<file path="src/design/mem_sys_pkg.sv">
package mem_sys_pkg;

   //////////////////////////////////////////////////////////////////////
   // Address fields
   //////////////////////////////////////////////////////////////////////

   // Tag in bits 15..11, index in bits 10..3, word select in bits 2..1
   localparam int tag_w          = 5;
   localparam int index_w        = 8;
   localparam int word_sel_w     = 2;
   localparam int addr_w         = 16;

   // Line geometry
   localparam int words_per_line = 4;
   localparam int data_w         = 16;

   //////////////////////////////////////////////////////////////////////
   // Main memory
   //////////////////////////////////////////////////////////////////////

   localparam int mem_words        = 32768;
   localparam int mem_read_lat     = 2;
   localparam int bank_busy_cycles = 4;

   // Miss handling steps
   typedef enum logic [2:0] {
      st_idle,
      st_write_back,
      st_fill_req,
      st_fill_drain,
      st_retry,
      st_done,
      st_err
   } ctrl_state_e;

endpackage

</file>
<file path="src/design/cache_way_if.sv">
`timescale 1ns/1ns

interface cache_way_if
   import mem_sys_pkg::*;
();

   // Controller side
   logic                  en;
   logic                  comp;
   logic                  write;
   logic [tag_w-1:0]      tag_in;
   logic [index_w-1:0]    index;
   logic [word_sel_w-1:0] word_sel;
   logic [data_w-1:0]     data_in;
   logic                  set_dirty;

   // Way side
   logic                  hit;
   logic                  valid;
   logic                  dirty;
   logic [tag_w-1:0]      tag_out;
   logic [data_w-1:0]     data_out;

   modport ctrl (
      output en, comp, write, tag_in, index, word_sel, data_in, set_dirty,
      input  hit, valid, dirty, tag_out, data_out
   );

   modport way (
      input  en, comp, write, tag_in, index, word_sel, data_in, set_dirty,
      output hit, valid, dirty, tag_out, data_out
   );

endinterface

</file>
<file path="src/design/bank_mem_if.sv">
`timescale 1ns/1ns

interface bank_mem_if
   import mem_sys_pkg::*;
();

   // Request from the controller
   logic              rd;
   logic              wr;
   logic [addr_w-1:0] addr;
   logic [data_w-1:0] data_in;

   // Response and back-pressure
   logic [data_w-1:0] data_out;
   logic              data_valid;
   logic              stall;

   modport ctrl (
      output rd, wr, addr, data_in,
      input  data_out, data_valid, stall
   );

   modport mem (
      input  rd, wr, addr, data_in,
      output data_out, data_valid, stall
   );

endinterface

</file>
<file path="src/design/cache_ctrl.sv">
`timescale 1ns/1ns

module cache_ctrl
   import mem_sys_pkg::*;
(
   input  logic              clk,
   input  logic              rst_n,
   input  logic [addr_w-1:0] addr,
   input  logic [data_w-1:0] data_in,
   input  logic              rd,
   input  logic              wr,
   output logic [data_w-1:0] data_out,
   output logic              done,
   output logic              stall,
   output logic              cache_hit,
   output logic              err,
   cache_way_if.ctrl         way0,
   cache_way_if.ctrl         way1,
   bank_mem_if.ctrl          mem
);

   ctrl_state_e           state_q;
   ctrl_state_e           state_d;
   logic [word_sel_w-1:0] issue_cnt_q;
   logic [word_sel_w-1:0] ret_cnt_q;
   logic                  victim_q;
   logic                  victim_ff_q;

   logic [tag_w-1:0]      req_tag;
   logic [index_w-1:0]    req_index;
   logic [word_sel_w-1:0] req_word;
   logic                  bad_req;
   logic                  req_ok;
   logic                  any_hit;
   logic                  miss;
   logic                  pick_way;
   logic                  pick_dirty;
   logic [tag_w-1:0]      victim_tag;
   logic [data_w-1:0]     victim_data;
   logic                  access_phase;
   logic                  fill_phase;
   logic                  issue_ok;
   logic                  ret_ok;
   logic                  access_en;
   logic                  line_en;
   logic                  way_write;
   logic [word_sel_w-1:0] way_word;
   logic [data_w-1:0]     way_data;

   assign req_tag   = addr[addr_w-1 -: tag_w];
   assign req_index = addr[word_sel_w+1 +: index_w];
   assign req_word  = addr[1 +: word_sel_w];

   // Odd address or both strobes is never served
   assign bad_req = (rd && wr) || ((rd || wr) && addr[0]);
   assign req_ok  = (rd ^ wr) && !addr[0];

   assign any_hit = way0.hit || way1.hit;
   assign miss    = (state_q == st_idle) && req_ok && !any_hit;

   //////////////////////////////////////////////////////////////////////
   // Victim selection
   //////////////////////////////////////////////////////////////////////

   // Empty way wins over the round-robin flop
   always_comb begin
      if (!way0.valid) begin
         pick_way = 1'b0;
      end else if (!way1.valid) begin
         pick_way = 1'b1;
      end else begin
         pick_way = victim_ff_q;
      end
   end

   assign pick_dirty  = pick_way ? (way1.valid && way1.dirty) : (way0.valid && way0.dirty);
   assign victim_tag  = victim_q ? way1.tag_out : way0.tag_out;
   assign victim_data = victim_q ? way1.data_out : way0.data_out;

   //////////////////////////////////////////////////////////////////////
   // Memory side
   //////////////////////////////////////////////////////////////////////

   assign access_phase = state_q inside {st_idle, st_retry, st_done};
   assign fill_phase   = state_q inside {st_fill_req, st_fill_drain};

   // Issue only into a free bank
   assign issue_ok = (state_q inside {st_write_back, st_fill_req}) && !mem.stall;
   assign ret_ok   = fill_phase && mem.data_valid;

   // Write-back goes to the victim's old line address
   assign mem.addr = {(state_q == st_write_back) ? victim_tag : req_tag,
                      req_index, issue_cnt_q, 1'b0};
   assign mem.wr      = issue_ok && (state_q == st_write_back);
   assign mem.rd      = issue_ok && (state_q == st_fill_req);
   assign mem.data_in = victim_data;

   //////////////////////////////////////////////////////////////////////
   // Way side
   //////////////////////////////////////////////////////////////////////

   assign access_en = (state_q == st_idle) ? req_ok : (state_q inside {st_retry, st_done});
   assign line_en   = (state_q == st_write_back) || ret_ok;
   assign way_write = fill_phase || (wr && (state_q inside {st_idle, st_retry}));
   assign way_data  = fill_phase ? mem.data_out : data_in;

   always_comb begin
      if (access_phase) begin
         way_word = req_word;
      end else if (fill_phase) begin
         way_word = ret_cnt_q;
      end else begin
         way_word = issue_cnt_q;
      end
   end

   assign way0.en        = access_en || (line_en && !victim_q);
   assign way1.en        = access_en || (line_en && victim_q);
   assign way0.comp      = access_phase;
   assign way1.comp      = access_phase;
   assign way0.write     = way_write;
   assign way1.write     = way_write;
   assign way0.tag_in    = req_tag;
   assign way1.tag_in    = req_tag;
   assign way0.index     = req_index;
   assign way1.index     = req_index;
   assign way0.word_sel  = way_word;
   assign way1.word_sel  = way_word;
   assign way0.data_in   = way_data;
   assign way1.data_in   = way_data;
   // Fresh lines come in clean and the retry marks a write
   assign way0.set_dirty = 1'b0;
   assign way1.set_dirty = 1'b0;

   // Requester outputs
   assign cache_hit = (state_q == st_idle) && req_ok && any_hit;
   assign done      = cache_hit || (state_q == st_done);
   assign stall     = !(state_q inside {st_idle, st_err});
   assign err       = bad_req || (state_q == st_err);
   assign data_out  = way1.hit ? way1.data_out : way0.data_out;

   //////////////////////////////////////////////////////////////////////
   // FSM
   //////////////////////////////////////////////////////////////////////

   always_comb begin
      state_d = state_q;
      case (state_q)
         st_idle: begin
            if (bad_req) begin
               state_d = st_err;
            end else if (miss) begin
               state_d = pick_dirty ? st_write_back : st_fill_req;
            end
         end
         st_write_back: begin
            if (issue_ok && issue_cnt_q == '1) begin
               state_d = st_fill_req;
            end
         end
         st_fill_req: begin
            if (issue_ok && issue_cnt_q == '1) begin
               state_d = st_fill_drain;
            end
         end
         st_fill_drain: begin
            if (ret_ok && ret_cnt_q == '1) begin
               state_d = st_retry;
            end
         end
         st_retry: state_d = st_done;
         st_done:  state_d = st_idle;
         default:  state_d = st_err;
      endcase
   end

   // Counters wrap back to zero after each line
   always_ff @(posedge clk or negedge rst_n) begin
      if (!rst_n) begin
         state_q     <= st_idle;
         issue_cnt_q <= '0;
         ret_cnt_q   <= '0;
         victim_q    <= 1'b0;
         victim_ff_q <= 1'b0;
      end else begin
         state_q <= state_d;
         if (issue_ok) begin
            issue_cnt_q <= issue_cnt_q + 1'b1;
         end
         if (ret_ok) begin
            ret_cnt_q <= ret_cnt_q + 1'b1;
         end
         if (miss) begin
            victim_q <= pick_way;
         end
         if (cache_hit) begin
            victim_ff_q <= !victim_ff_q;
         end
      end
   end

   a_mem_one_op: assert property (
      @(posedge clk) disable iff (!rst_n)
      !(mem.rd && mem.wr)
   );

   a_done_not_err: assert property (
      @(posedge clk) disable iff (!rst_n)
      !(done && err)
   );

endmodule

</file>
<file path="src/flat_wrapper.sv">
// flat-port wrapper written by rule: the top's interface ports become plain ports
module cache_ctrl_flat import mem_sys_pkg::*;
  (clk, rst_n, addr, data_in, rd, wr, data_out, done, stall, cache_hit, err, way0_en, way0_comp, way0_write, way0_tag_in, way0_index, way0_word_sel, way0_data_in, way0_set_dirty, way0_hit, way0_valid, way0_dirty, way0_tag_out, way0_data_out, way1_en, way1_comp, way1_write, way1_tag_in, way1_index, way1_word_sel, way1_data_in, way1_set_dirty, way1_hit, way1_valid, way1_dirty, way1_tag_out, way1_data_out, mem_rd, mem_wr, mem_addr, mem_data_in, mem_data_out, mem_data_valid, mem_stall);
  cache_way_if way0_i ();
  cache_way_if way1_i ();
  bank_mem_if mem_i ();
  input  logic clk;
  input  logic rst_n;
  input  logic [addr_w-1:0] addr;
  input  logic [data_w-1:0] data_in;
  input  logic rd;
  input  logic wr;
  output logic [data_w-1:0] data_out;
  output logic done;
  output logic stall;
  output logic cache_hit;
  output logic err;
  output wire logic [$bits(way0_i.en)-1:0] way0_en;
  output wire logic [$bits(way0_i.comp)-1:0] way0_comp;
  output wire logic [$bits(way0_i.write)-1:0] way0_write;
  output wire logic [$bits(way0_i.tag_in)-1:0] way0_tag_in;
  output wire logic [$bits(way0_i.index)-1:0] way0_index;
  output wire logic [$bits(way0_i.word_sel)-1:0] way0_word_sel;
  output wire logic [$bits(way0_i.data_in)-1:0] way0_data_in;
  output wire logic [$bits(way0_i.set_dirty)-1:0] way0_set_dirty;
  input wire logic [$bits(way0_i.hit)-1:0] way0_hit;
  input wire logic [$bits(way0_i.valid)-1:0] way0_valid;
  input wire logic [$bits(way0_i.dirty)-1:0] way0_dirty;
  input wire logic [$bits(way0_i.tag_out)-1:0] way0_tag_out;
  input wire logic [$bits(way0_i.data_out)-1:0] way0_data_out;
  output wire logic [$bits(way1_i.en)-1:0] way1_en;
  output wire logic [$bits(way1_i.comp)-1:0] way1_comp;
  output wire logic [$bits(way1_i.write)-1:0] way1_write;
  output wire logic [$bits(way1_i.tag_in)-1:0] way1_tag_in;
  output wire logic [$bits(way1_i.index)-1:0] way1_index;
  output wire logic [$bits(way1_i.word_sel)-1:0] way1_word_sel;
  output wire logic [$bits(way1_i.data_in)-1:0] way1_data_in;
  output wire logic [$bits(way1_i.set_dirty)-1:0] way1_set_dirty;
  input wire logic [$bits(way1_i.hit)-1:0] way1_hit;
  input wire logic [$bits(way1_i.valid)-1:0] way1_valid;
  input wire logic [$bits(way1_i.dirty)-1:0] way1_dirty;
  input wire logic [$bits(way1_i.tag_out)-1:0] way1_tag_out;
  input wire logic [$bits(way1_i.data_out)-1:0] way1_data_out;
  output wire logic [$bits(mem_i.rd)-1:0] mem_rd;
  output wire logic [$bits(mem_i.wr)-1:0] mem_wr;
  output wire logic [$bits(mem_i.addr)-1:0] mem_addr;
  output wire logic [$bits(mem_i.data_in)-1:0] mem_data_in;
  input wire logic [$bits(mem_i.data_out)-1:0] mem_data_out;
  input wire logic [$bits(mem_i.data_valid)-1:0] mem_data_valid;
  input wire logic [$bits(mem_i.stall)-1:0] mem_stall;
  assign way0_en = way0_i.en;
  assign way0_comp = way0_i.comp;
  assign way0_write = way0_i.write;
  assign way0_tag_in = way0_i.tag_in;
  assign way0_index = way0_i.index;
  assign way0_word_sel = way0_i.word_sel;
  assign way0_data_in = way0_i.data_in;
  assign way0_set_dirty = way0_i.set_dirty;
  assign way0_i.hit = way0_hit;
  assign way0_i.valid = way0_valid;
  assign way0_i.dirty = way0_dirty;
  assign way0_i.tag_out = way0_tag_out;
  assign way0_i.data_out = way0_data_out;
  assign way1_en = way1_i.en;
  assign way1_comp = way1_i.comp;
  assign way1_write = way1_i.write;
  assign way1_tag_in = way1_i.tag_in;
  assign way1_index = way1_i.index;
  assign way1_word_sel = way1_i.word_sel;
  assign way1_data_in = way1_i.data_in;
  assign way1_set_dirty = way1_i.set_dirty;
  assign way1_i.hit = way1_hit;
  assign way1_i.valid = way1_valid;
  assign way1_i.dirty = way1_dirty;
  assign way1_i.tag_out = way1_tag_out;
  assign way1_i.data_out = way1_data_out;
  assign mem_rd = mem_i.rd;
  assign mem_wr = mem_i.wr;
  assign mem_addr = mem_i.addr;
  assign mem_data_in = mem_i.data_in;
  assign mem_i.data_out = mem_data_out;
  assign mem_i.data_valid = mem_data_valid;
  assign mem_i.stall = mem_stall;
  cache_ctrl u_core (.clk(clk), .rst_n(rst_n), .addr(addr), .data_in(data_in), .rd(rd), .wr(wr), .data_out(data_out), .done(done), .stall(stall), .cache_hit(cache_hit), .err(err), .way0(way0_i), .way1(way1_i), .mem(mem_i));
endmodule
</file>
<file path="config.mk">
export PLATFORM = sky130hd
export DESIGN_NAME = cache_ctrl_flat
export DESIGN_NICKNAME = d
export VERILOG_FILES = /design/src/design/mem_sys_pkg.sv /design/src/design/cache_way_if.sv /design/src/design/bank_mem_if.sv /design/src/design/cache_ctrl.sv /design/src/flat_wrapper.sv
export SDC_FILE = /design/constraint.sdc
export NUM_CORES = 1
export LEC_CHECK = 0
export ABC_CLOCK_PERIOD_IN_PS = 4300
export BUFFER_PORTS_ARGS = -buffer_cell sky130_fd_sc_hd__buf_4
export CORE_AREA = 2 2 87 89
export DETAILED_ROUTE_END_ITERATION = 8
export DIE_AREA = 0 0 89 91
export GPL_ROUTABILITY_DRIVEN = 0
export GPL_TIMING_DRIVEN = 0
export PLACE_DENSITY = 0.66
export SYNTH_ARGS = -nofsm -noshare
export SYNTH_HDL_FRONTEND = slang
export SYNTH_SLANG_ARGS = --single-unit
</file>
<file path="constraint.sdc">
create_clock -name clk -period 4.3 [get_ports clk]
set_input_delay 0.215 -clock clk [delete_from_list [all_inputs] [get_ports clk]]
set_output_delay 0.215 -clock clk [all_outputs]
set_load 0.05 [all_outputs]
</file>
Word level (Yosys, flattened, before mapping)
Index checks and enable logic that the tools add are counted.
{"block": "op_classes", "add_sub_neg": 2, "eq_ne": 12, "mux": 18, "bitwise": 1, "reduce_logical": 40}
{"op": "$mux 16", "n": 3}
{"op": "$pmux 3 s6", "n": 1}
{"op": "$logic_and 1x1->1", "n": 17}
{"op": "$mux 3", "n": 5}
{"op": "$mux 5", "n": 2}
{"op": "$reduce_bool 2->1", "n": 5}
{"op": "$eq 3x3->1 const B", "n": 3}
{"op": "$logic_or 1x1->1", "n": 9}
{"op": "$eq 3x2->1 const B", "n": 2}
{"op": "$logic_not 1->1", "n": 6}
{"op": "$mux 2", "n": 3}
{"op": "$ne 2x2->1 const B", "n": 3}
{"op": "$add 2x1->2 const B", "n": 2}
{"op": "$eq 2x2->1 const B", "n": 2}
{"op": "$mux 1", "n": 4}
{"op": "$reduce_and 4->1", "n": 1}
{"op": "$eq 3x1->1 const B", "n": 1}
{"op": "$logic_not 3->1", "n": 1}
{"op": "$ne 3x1->1 const B", "n": 1}
{"op": "$reduce_bool 3->1", "n": 1}
{"op": "$xor 1x1->1", "n": 1}
{"block": "totals", "regBits": 9, "inputBits": 102}

Depth between registers and ports, before layout
Gate-level depths: netlist of the first run.
{"block": "depth", "ltp_word": 7, "ltp_mapped": 7, "depth_no_buf": 6}

Least setup slack after synthesis of the first run
OpenSTA, ideal clock, no wires.
{"block": "synth_path", "path_kind": "register to output", "start": "register u_core.state_q[2]", "end": "output way1_word_sel[0]", "arrival_time_ns": 2.930, "slack_ns": 1.155, "path_stages_with_launch": 6, "n_path_buf": 2, "path_cell_list": "dfrtp_1 buf_6 clkinv_1 a21oi_1 o21ai_0 buf_4"}
{"item": "start: declaration", "line_no": "cache_ctrl.sv:22", "source": "ctrl_state_e state_q;"}
{"item": "start signal: assignment", "line_no": "cache_ctrl.sv:180", "source": "state_q <= st_idle;"}
{"item": "start signal: assignment", "line_no": "cache_ctrl.sv:186", "source": "state_q <= state_d;"}
{"item": "$eq 3x3->1 or $logic_not 3->1 (tied branches)", "line_no": "cache_ctrl.sv:84", "source": "assign access_phase = state_q inside {st_idle, st_retry, st_done};"}
{"item": "$reduce_bool 3->1 *", "line_no": "cache_ctrl.sv:84"}
{"item": "via way0_comp", "line_no": "flat_wrapper.sv:19", "source": "output wire logic [$bits(way0_i.comp)-1:0] way0_comp;"}
{"item": "$mux 2 *", "line_no": "cache_ctrl.sv:108", "source": "if (access_phase) begin"}
{"item": "end: declaration", "line_no": "flat_wrapper.sv:36", "source": "output wire logic [$bits(way1_i.word_sel)-1:0] way1_word_sel;"}
Mark *: on every way through the listed nets, which the timed path passes. The rest lies on a longest branch.

Final worst setup path of the first run
{"block": "layout_path", "start": "register u_core.state_q[2]", "end": "output way1_word_sel[1]"}
{"block": "layout_via", "elab_chain_cells": 4}
{"item": "$eq 3x2->1", "line_no": "cache_ctrl.sv:85", "source": "assign fill_phase = state_q inside {st_fill_req, st_fill_drain};"}
{"item": "$reduce_bool 2->1", "line_no": "cache_ctrl.sv:85"}
{"item": "$mux 2", "line_no": "cache_ctrl.sv:110", "source": "end else if (fill_phase) begin"}
{"item": "$mux 2 *", "line_no": "cache_ctrl.sv:108"}
Mark *: on every way between the ends. The rest lies on a longest branch, timed or not.

==> impl_metrics.json, run 1 <==
{
  "start_kind": "flop",
  "clkLatencyLatePin_ns": 0.23,
  "dp_hpwl_mm": 6.570,
  "post-place-ws_ns": 2.329,
  "clk_path_buf_depth": 2,
  "cts_made_buffers": 3,
  "grt_pass1_vias": 2331,
  "path_depth": 6,
  "final_cell_mix": "270 x buf_4, 52 x nand2_1, 34 x mux2_2, 11 x nor2_1",
  "num_antenna_cells": 0,
  "ys_ff_latch": 9,
  "worst_pin_slew_ns": 0.5272,
  "cts.sinks": 9,
  "grt_overflow": 0,
  "grt_pass1_wl_mm": 10.58,
  "status": "finished, final reports clean",
  "synth_top_family_by_area": "buffers and inverters",
  "crit_chain": "buf_6 -> clkinv_1 -> a21oi_1 -> o21ai_0 -> buf_4 -> buf_4",
  "dr.pass1.iters": 4,
  "ys.warnings.count": 0,
  "drv_cap": 0,
  "critPathArrivalTime_ns": 2.01,
  "critPathTopFamily": "buffers and inverters",
  "ant_nets": 0,
  "crit_top_cell": "buf_4",
  "grt_usage_pct": 16.42,
  "hold_viol": 0,
  "nNetsFinal": 569,
  "fin_tns_setup_ns": 0,
  "cts_resized": 0,
  "synth_xor_area_share_pct": 1.897,
  "antenna_found_initial": 0,
  "totalWireLength_mm": 7.476,
  "via_per_inst": 4.232,
  "ff2ff_path_depth": 5,
  "cts_htree_levels": 1,
  "min_path_cells": 3,
  "power.density_nw_per_um2": 827.1,
  "synth_seq_area_share_pct": 12.20,
  "grt_setup_unrepaired": "false",
  "dieWidth_um": 89,
  "drtIter0Drc": 76,
  "min_period_ns": 2.224,
  "crit_fanout": 10,
  "grt_max_degree": 11,
  "crit_type": "reg2out",
  "synthAdderAreaFrac_pct": 2.710,
  "max_stage_delay_ns": 0.48,
  "setup_slack_ns": 2.076,
  "synth_cell_type_count": 42,
  "synth_compound_area_share_pct": 9.756,
  "netlist_area_um2": 1847,
  "post-route-period-util_pct": 51.71,
  "crit_required_ns": 4.09,
  "synth_mux_area_share_pct": 25.61,
  "p_leak_uw": 0.002026,
  "final_common_cell": "buf_4",
  "slew_headroom_pct": 64.85,
  "peakVddDrop_v": 0.0003149,
  "syn_inst": 242,
  "coreArea_um2": 7137,
  "setup_viol": 0,
  "cts_root_buf": "clkbuf_8",
  "slowest_stage": "a21oi_1",
  "yosys.area.top_type": "buf_4",
  "hold_class": "in2reg",
  "synth-simple-area-share_pct": 19.65,
  "die_h_um": 91,
  "post_synth.cell_area_avg_um2": 7.631,
  "synthTopCellsByArea": "buf_4 23%, mux2_2 21%, dfrtp_1 12%, nand2_1 11%, mux2i_1 4.9%",
  "wl_per_cell_um": 13.33,
  "max_freq_mhz": 449.7,
  "synth_top_area_share_pct": 23.17,
  "cts_tree": "yes",
  "die_area_um2": 8099,
  "end_kind": "primary output",
  "crit_buf_inv": 4,
  "start_util_pct": 25.88,
  "rows": 31,
  "drive_gt1_share_pct": 69.70,
  "final_util_pct": 50.89,
  "skew_ns": 0.0005705,
  "clk_pin_slew_ns": 0.04,
  "ios": 226,
  "vias": 2374,
  "drcViolationCount": 0,
  "area_growth_pct": 96.68,
  "finalMaxSlewViolations": 0,
  "fin_hold_ws_ns": 0.3118,
  "portBuffers": 213
}
-- worst paths after layout --
kind,slack (ns),from,end
setup / recovery,2.08,u_core.state_q[2]$_DFFE_PN0P_,way1_word_sel[1]
hold / removal,0.31,way0_valid,u_core.victim_q$_DFFE_PN0P_
setup reg to reg,2.68,u_core.state_q[2]$_DFFE_PN0P_,u_core.state_q[1]$_DFFE_PN0P_
hold reg to reg,0.53,u_core.issue_cnt_q[0]$_DFFE_PN0P_,u_core.issue_cnt_q[0]$_DFFE_PN0P_
max in group asynchronous,3.82,rst_n,u_core.state_q[0]$_DFFE_PN0P_
min in group asynchronous,0.35,rst_n,u_core.issue_cnt_q[1]$_DFFE_PN0P_
-- area by class of cell --
| type | instances | area (um^2) |
|---|---|---|
| inverters | 6 | 22.52 |
| multi-input cells | 159 | 1112 |
| plain buffers | 70 | 494.2 |
| fillers | 728 | 3505 |
| clock buffers | 4 | 45.04 |
| flip-flops and latches | 9 | 225.2 |
| repair buffers | 214 | 1609 |
| well taps | 99 | 123.9 |
-- layer usage --
layer	part of all wire (%)	global-route usage [%]	wire, um
met4	1.1	3.980	83
met1	33	15.34	2442
met3	13	5.545	951
met2	53	32.77	3998
met5	0	0	0
-- state kept, by name, summed over array words and instances (netlist names) --
register and flops:
u_core.state_q 3, u_core.issue_cnt_q 2, u_core.ret_cnt_q 2, u_core.victim_ff_q 1, u_core.victim_q 1
-- what timing repair did --
item                                   4_1_cts  5_1_grt
hold buffers                                 1        0
endpoints found under the hold margin        9        0
setup buffers                                0        0
setup endpoints to repair                    0        0
-- worst min-delay path: cells and delay by family --
family | cells | cell delay (ns)
buffers and inverters | 1 | 0.11
muxes | 1 | 0.08
AOI/OAI and AO/OA | 1 | 0.08
-- where the power goes --
| group | internal (uW) | switching (uW) |
|---|---|---|
| registers | 131 | 44.3 |
| logic | 921 | 1810 |
| clock network | 64.3 | 30.1 |
| total | 1120 | 1890 |
-- metrics by stage --
stage               std cells  cell area [um^2]  total power, uW
floorplan                 244              1854             2163
global placement          556              3577             2907
detailed placement        556              3577             2928
CTS                       561              3632             3037
global route              561              3632             3160
finish                    561              3632             3004
-- synth_stat cells (all sizes together) --
master	count
mux2	34
o21a	1
a31o	1
a21oi	6
nor3	4
xor2	1
o211ai	1
nand3b	1
ha	4
o311a	1
nor2	12
a21o	1
a211oi	1
o32a	1
o22ai	2
o2111a	1
mux2i	9
and2	1
xnor2	3
and4b	1
or4	1
inv	5
clkinv	1
buf	68
o31ai	2
conb	1
a21bo	1
nor2b	3
or3	2
o21ai	4
nand2	52
or3b	1
nand2b	2
dfrtp	9
clkbuf	2
o221ai	2
-- logic make-up after synthesis --
| logic type | after synthesis |
|---|---|
| buffers and inverters | 76 |
| adder cells (fa/ha/maj) | 4 |
| AND/OR/NAND/NOR | 80 |
| XOR/XNOR | 4 |
| AO/OA/AOI/OAI | 25 |
| multiplexers | 43 |
| flip-flops | 9 |
| other | 1 |
No activity file was read; power rests on OpenSTA's default activity.
==> inputs of run 2 (changes only) <==
Settings changed: ABC_AREA set to 1, ABC_CLOCK_PERIOD_IN_PS 4300 to 2100, PLACE_DENSITY 0.66 to 0.67.
Clock period 4.3 ns to 2.1 ns, I/O delays scaled along.
==> run 2 against run 1 <==
  * Cell area is 0.96% higher
  * Global-route usage grew 1.7 points
  * Cell count rose by 16%
  * Core utilization grew 0.49 points
  * Critical endpoint is now done
  * Via count rose by 15%
  * Clock skew is 0.0019 ns higher
  * Clock power is 110% higher
==> impl_metrics.json, run 2 <==
{
  "synth_top_area_share_pct": 24.33,
  "end_kind": "primary output",
  "cts_made_buffers": 3,
  "drv_cap": 0,
  "clk_path_buf_depth": 2,
  "peakVddDrop_v": 0.0006638,
  "synth_edf_count": 0,
  "final_common_cell": "buf_4",
  "yosys.area.top_type": "nand2_1",
  "start_kind": "flop",
  "yosys-top-cells-count": "121 x nand2_1, 60 x buf_4, 42 x o21ai_0, 36 x inv_1, 13 x nor2_1",
  "dieWidth_um": 89,
  "final_cell_mix": "274 x buf_4, 121 x nand2_1, 41 x o21ai_0, 36 x inv_1, 13 x nor2_1",
  "regMostFlops": "u_core.state_q",
  "clkLatencyLatePin_ns": 0.23,
  "wl_per_cell_um": 12.08,
  "post-route-period-util_pct": 90.26,
  "drcViolationCount": 0,
  "grt_usage_pct": 18.11,
  "synth_cell_type_count": 27,
  "min_period_ns": 1.895,
  "ys_ff_latch": 9,
  "post-place-ws_ns": 0.4626,
  "fin_cells": 653,
  "crit_type": "reg2out",
  "crit_fanout": 6,
  "power.density_nw_per_um2": 1706,
  "drtIter0Drc": 73,
  "synth_flop_cell": "dfrtp_1",
  "dr.pass1.iters": 4,
  "synthTopCellsByArea": "nand2_1 24%, buf_4 24%, dfrtp_1 12%, o21ai_0 11%, inv_1 7.2%",
  "clock_power_share_pct": 3.2,
  "antenna_found_initial": 0,
  "synth-async-reset-ratio_pct": 100.0,
  "die_h_um": 91,
  "rows": 31,
  "grt_max_degree": 11,
  "critPathArrivalTime_ns": 1.79,
  "seq_area_um2": 225.2,
  "totalWireLength_mm": 7.890,
  "dp.cells": 648,
  "multi_input_area_um2": 1020,
  "post_synth.cell_area_avg_um2": 5.606,
  "cts_root_buf": "clkbuf_8",
  "cts_tree": "yes",
  "dp_hpwl_mm": 6.959,
  "syn_inst": 333,
  "cts.sinks": 9,
  "ant_nets": 0,
  "area_growth_pct": 96.45,
  "fin_tns_setup_ns": 0,
  "clk_pin_slew_ns": 0.05,
  "p_leak_uw": 0.002185,
  "coreArea_um2": 7137,
  "die_area_um2": 8099,
  "netlist_area_um2": 1867,
  "cts_htree_levels": 1,
  "setup_slack_ns": 0.2046,
  "status": "finished, final reports clean",
  "portBuffers": 214,
  "num_antenna_cells": 0,
  "grt_setup_unrepaired": "false",
  "p_sw_uw": 4093,
  "start_util_pct": 26.16,
  "crit_required_ns": 2.00,
  "reg_top3": "u_core.state_q: 3 flops, u_core.issue_cnt_q: 2 flops, u_core.ret_cnt_q: 2 flops",
  "skew_ns": 0.002467,
  "yosysMostFrequentCell": "nand2_1",
  "drive_gt1_share_pct": 52.53,
  "ys.warnings.count": 0,
  "p_int_uw": 2162,
  "vias": 2738,
  "largest_reg_flops": 3,
  "pwr-share-comb_pct": 91.1,
  "n_fill_cell": 771,
  "setup_viol": 0,
  "ff2ff_path_depth": 5,
  "synth_seq_area_share_pct": 12.06,
  "grt_pass1_vias": 2648,
  "via_per_inst": 4.193,
  "grt_pass1_wl_mm": 11.99,
  "min_path_cells": 3,
  "swShare_pct": 65.44,
  "max_freq_mhz": 527.6,
  "nNetsFinal": 661,
  "pwr-share-seq_pct": 5.7,
  "hold_viol": 0,
  "hold_class": "in2reg",
  "finalMaxSlewViolations": 0,
  "grt_overflow": 0,
  "ios": 226
}
==> run 2: cell type report <==
class / instances / share of cell area, %
clock buffers: 4 / 1.228
flip-flops and latches: 9 / 6.141
well taps: 99 / 3.378
multi-input cells: 219 / 27.81
inverters: 38 / 3.889
repair buffers: 215 / 44.08
plain buffers: 69 / 13.48
==> run 2: repair_timing <==
item | in CTS | in global routing
hold buffers | 1 | 0
setup buffers | 0 | 0
gates resized for setup | 0 | 0
endpoints found under the hold margin | 9 | 0
endpoints found under the setup margin | 0 | 0
==> run 2: cell families after synthesis <==
kind of cell,Yosys count,synth area share (%)
buf+inv,107,34.12
flops,9,12.06
compound gates,59,16.29
fa+ha+maj,4,2.681
other cells,1,0.2009
xor+xnor,3,1.408
simple gates,149,32.44
mux,1,0.8041
==> run 2: path summary, 6_finish.rpt <==
check	start	endpoint	slack, ns
setup / recovery	u_core.state_q[1]$_DFFE_PN0P_	done	0.20
hold / removal	mem_data_valid	u_core.ret_cnt_q[0]$_DFFE_PN0P_	0.18
setup reg to reg	u_core.state_q[1]$_DFFE_PN0P_	u_core.victim_ff_q$_DFFE_PN0P_	0.58
hold reg to reg	u_core.ret_cnt_q[0]$_DFFE_PN0P_	u_core.ret_cnt_q[0]$_DFFE_PN0P_	0.51
max in group asynchronous	rst_n	u_core.state_q[2]$_DFFE_PN0P_	1.70
min in group asynchronous	rst_n	u_core.ret_cnt_q[0]$_DFFE_PN0P_	0.26
==> run 2: per-layer routing <==
layer | share of wire (%) | global-route usage (%)
met1 | 33 | 17.01
met2 | 55 | 37.31
met3 | 11 | 6.000
met4 | 0.58 | 1.990
met5 | 0 | 0
==> run 2: stage by stage <==
step | utilization [%] | total power [uW] | hold slack, ns | area [um^2]
finish | 51.39 | 6255 | 0.1801 | 3667
global route | 51.39 | 6670 | 0.1907 | 3667
CTS | 51.39 | 6319 | 0.1839 | 3667
detailed placement | 50.61 | 6091 | -0.06094 | 3612
global placement | 50.61 | 6043 | -0.06507 | 3612
floorplan | - | 4487 | -0.1906 | 1882
==> run 2: worst max-delay path, cell delays in order, from the launching register on <==
cell and delay (ns):
dfrtp_1 0.43, inv_2 0.18, nand2_4 0.09, nor3_1 0.32, nand2_1 0.20, o21ai_0 0.12, buf_4 0.23
==> run 2: power groups by stage <==
stage	sequential, uW	combinational (uW)	clock (uW)
after floorplan	401	4090	0
after global placement	353	5690	0
after CTS	357	5760	205
after global routing	373	6080	222
after detailed placement	357	5730	0
final	357	5700	198
==> inputs of run 3 (changes only) <==
Settings changed: GPL_TIMING_DRIVEN 0 to unset, PLACE_DENSITY 0.67 to 0.64.
==> run 3 against run 2 <==
  * Non-clock buffer count down 91
  * Largest power group unchanged
  * Sequential share of layout area grew 1.3 points
  * Critical path depth stayed put
  * Combinational power shrank 10%
  * Hold slack worse by 0.0046 ns
==> impl_metrics.json, run 3 (synthesized netlist as in run 2, its figures left out) <==
{
  "crit_type": "reg2out",
  "grt_overflow": 0,
  "ant_nets": 0,
  "final_common_cell": "buf_4",
  "num_antenna_cells": 0,
  "cts_made_buffers": 3,
  "hp-start": "mem_data_valid",
  "power_uw": 5699,
  "r2r_end": "u_core.state_q[1]$_DFFE_PN0P_",
  "wl_per_cell_um": 11.77,
  "antenna_found_initial": 0,
  "crit_fanout": 11,
  "post-cts-setup-buffers": 0,
  "cts_root_buf": "clkbuf_8",
  "peakVddDrop_v": 0.0007333,
  "final_cell_mix": "192 x buf_4, 121 x nand2_1, 41 x o21ai_0, 36 x inv_1, 13 x nor2_1",
  "critPathArrivalTime_ns": 1.78,
  "dr.pass1.iters": 4,
  "reg_top3": "u_core.state_q: 3 flops, u_core.issue_cnt_q: 2 flops, u_core.ret_cnt_q: 2 flops",
  "portBuffers": 190,
  "hold_buffers": 1,
  "ff2ff_path_depth": 7,
  "min_path_cells": 3,
  "ios": 226,
  "area_growth_pct": 61.13,
  "cts_htree_levels": 1,
  "drcViolationCount": 0,
  "finalMaxSlewViolations": 0,
  "grt_max_degree": 41,
  "start_kind": "flop",
  "n_fill_cell": 783,
  "crit_required_ns": 2.00,
  "skew_ns": 0.008605,
  "die_area_um2": 8099,
  "post-route-period-util_pct": 89.76,
  "power.density_nw_per_um2": 1895,
  "grt_pass1_wl_mm": 9.535,
  "nNetsFinal": 570,
  "largest_reg_flops": 3,
  "cts.sinks": 9,
  "grt_setup_unrepaired": "false",
  "regMostFlops": "u_core.state_q",
  "start_util_pct": 26.16,
  "totalWireLength_mm": 6.613,
  "max_freq_mhz": 530.5,
  "rows": 31,
  "holdPathEnd": "u_core.ret_cnt_q[0]$_DFFE_PN0P_",
  "dieWidth_um": 89,
  "r2r_slack_ns": 0.64,
  "end_kind": "primary output",
  "grt_pass1_vias": 2112,
  "clkLatencyLatePin_ns": 0.24,
  "hold_viol": 0,
  "fin_tns_setup_ns": 0,
  "cts_tree": "yes",
  "drv_cap": 0,
  "drive_gt1_share_pct": 44.49,
  "cts_resized": 0,
  "status": "finished, final reports clean",
  "clk_pin_slew_ns": 0.05,
  "grt_usage_pct": 14.45,
  "hold_class": "in2reg",
  "clk_path_buf_depth": 2,
  "coreArea_um2": 7137,
  "via_per_inst": 4.299,
  "p_leak_uw": 0.001766,
  "dp_hpwl_mm": 5.676,
  "die_h_um": 91,
  "min_period_ns": 1.885,
  "r2r-start": "u_core.state_q[2]$_DFFE_PN0P_",
  "vias": 2416,
  "drtIter0Drc": 82,
  "setup_viol": 0
}
[run 3: cell count changes in the layout (fill, tap and decap cells not counted), sizes merged]
cell,change
clkbuf,-6
buf,-85
[run 3: critical path: stages (launching register included)]
cell and delay (ns):
dfrtp_1 0.49, inv_1 0.18, nand3_2 0.15, inv_1 0.27, nor2_1 0.07, a31oi_1 0.16, buf_4 0.22
[run 3: worst max path at each step]
| stage | startpoint | endpoint | slack [ns] |
|---|---|---|---|
| after floorplan | u_core.state_q[1]$_DFFE_PN0P_ | way1_word_sel[0] | 0.003 |
| after global placement | u_core.state_q[2]$_DFFE_PN0P_ | mem_addr[14] | 0.55 |
| after detailed placement | u_core.state_q[2]$_DFFE_PN0P_ | mem_addr[14] | 0.47 |
| after CTS | u_core.state_q[2]$_DFFE_PN0P_ | mem_addr[14] | 0.21 |
| after global routing | u_core.state_q[2]$_DFFE_PN0P_ | mem_addr[14] | 0.07 |
| final | u_core.state_q[2]$_DFFE_PN0P_ | mem_addr[14] | 0.22 |
[run 3: stage by stage]
step	utilization (%)	std cells	worst slack, ns	hold WS, ns	instance area (um^2)
finish	42.15	562	0.2151	0.1755	3008
global route	42.15	562	0.06758	0.1911	3008
CTS	42.15	562	0.2148	0.1743	3008
detailed placement	41.37	557	0.4728	-0.06135	2953
global placement	41.37	557	0.5518	-0.06512	2953
floorplan	-	335	0.002524	-0.1906	1882
[run 3: cell type report]
| type | instances | area [um^2] | area share, % |
|---|---|---|---|
| well taps | 99 | 123.9 | 4.118 |
| flip-flops and latches | 9 | 225.2 | 7.488 |
| multi-input cells | 219 | 1020 | 33.90 |
| repair buffers | 193 | 1451 | 48.25 |
| inverters | 38 | 142.6 | 4.742 |
| clock buffers | 4 | 45.04 | 1.498 |
[run 3: where the power goes]
| group | internal [uW] | switching [uW] |
|---|---|---|
| Sequential | 264 | 96.6 |
| Combinational | 1410 | 3730 |
| Clock | 133 | 72.1 |
| Total | 1800 | 3890 |
[run 3: per-layer routing]
metal | GRT usage [%] | share of wire, % | vias to the layer above
li1 | - | - | 1233
met5 | 0 | 0 | -
met1 | 14.72 | 36 | 1030
met3 | 4.364 | 12 | 6
met4 | 2.239 | 0.53 | 0
met2 | 28.42 | 52 | 147
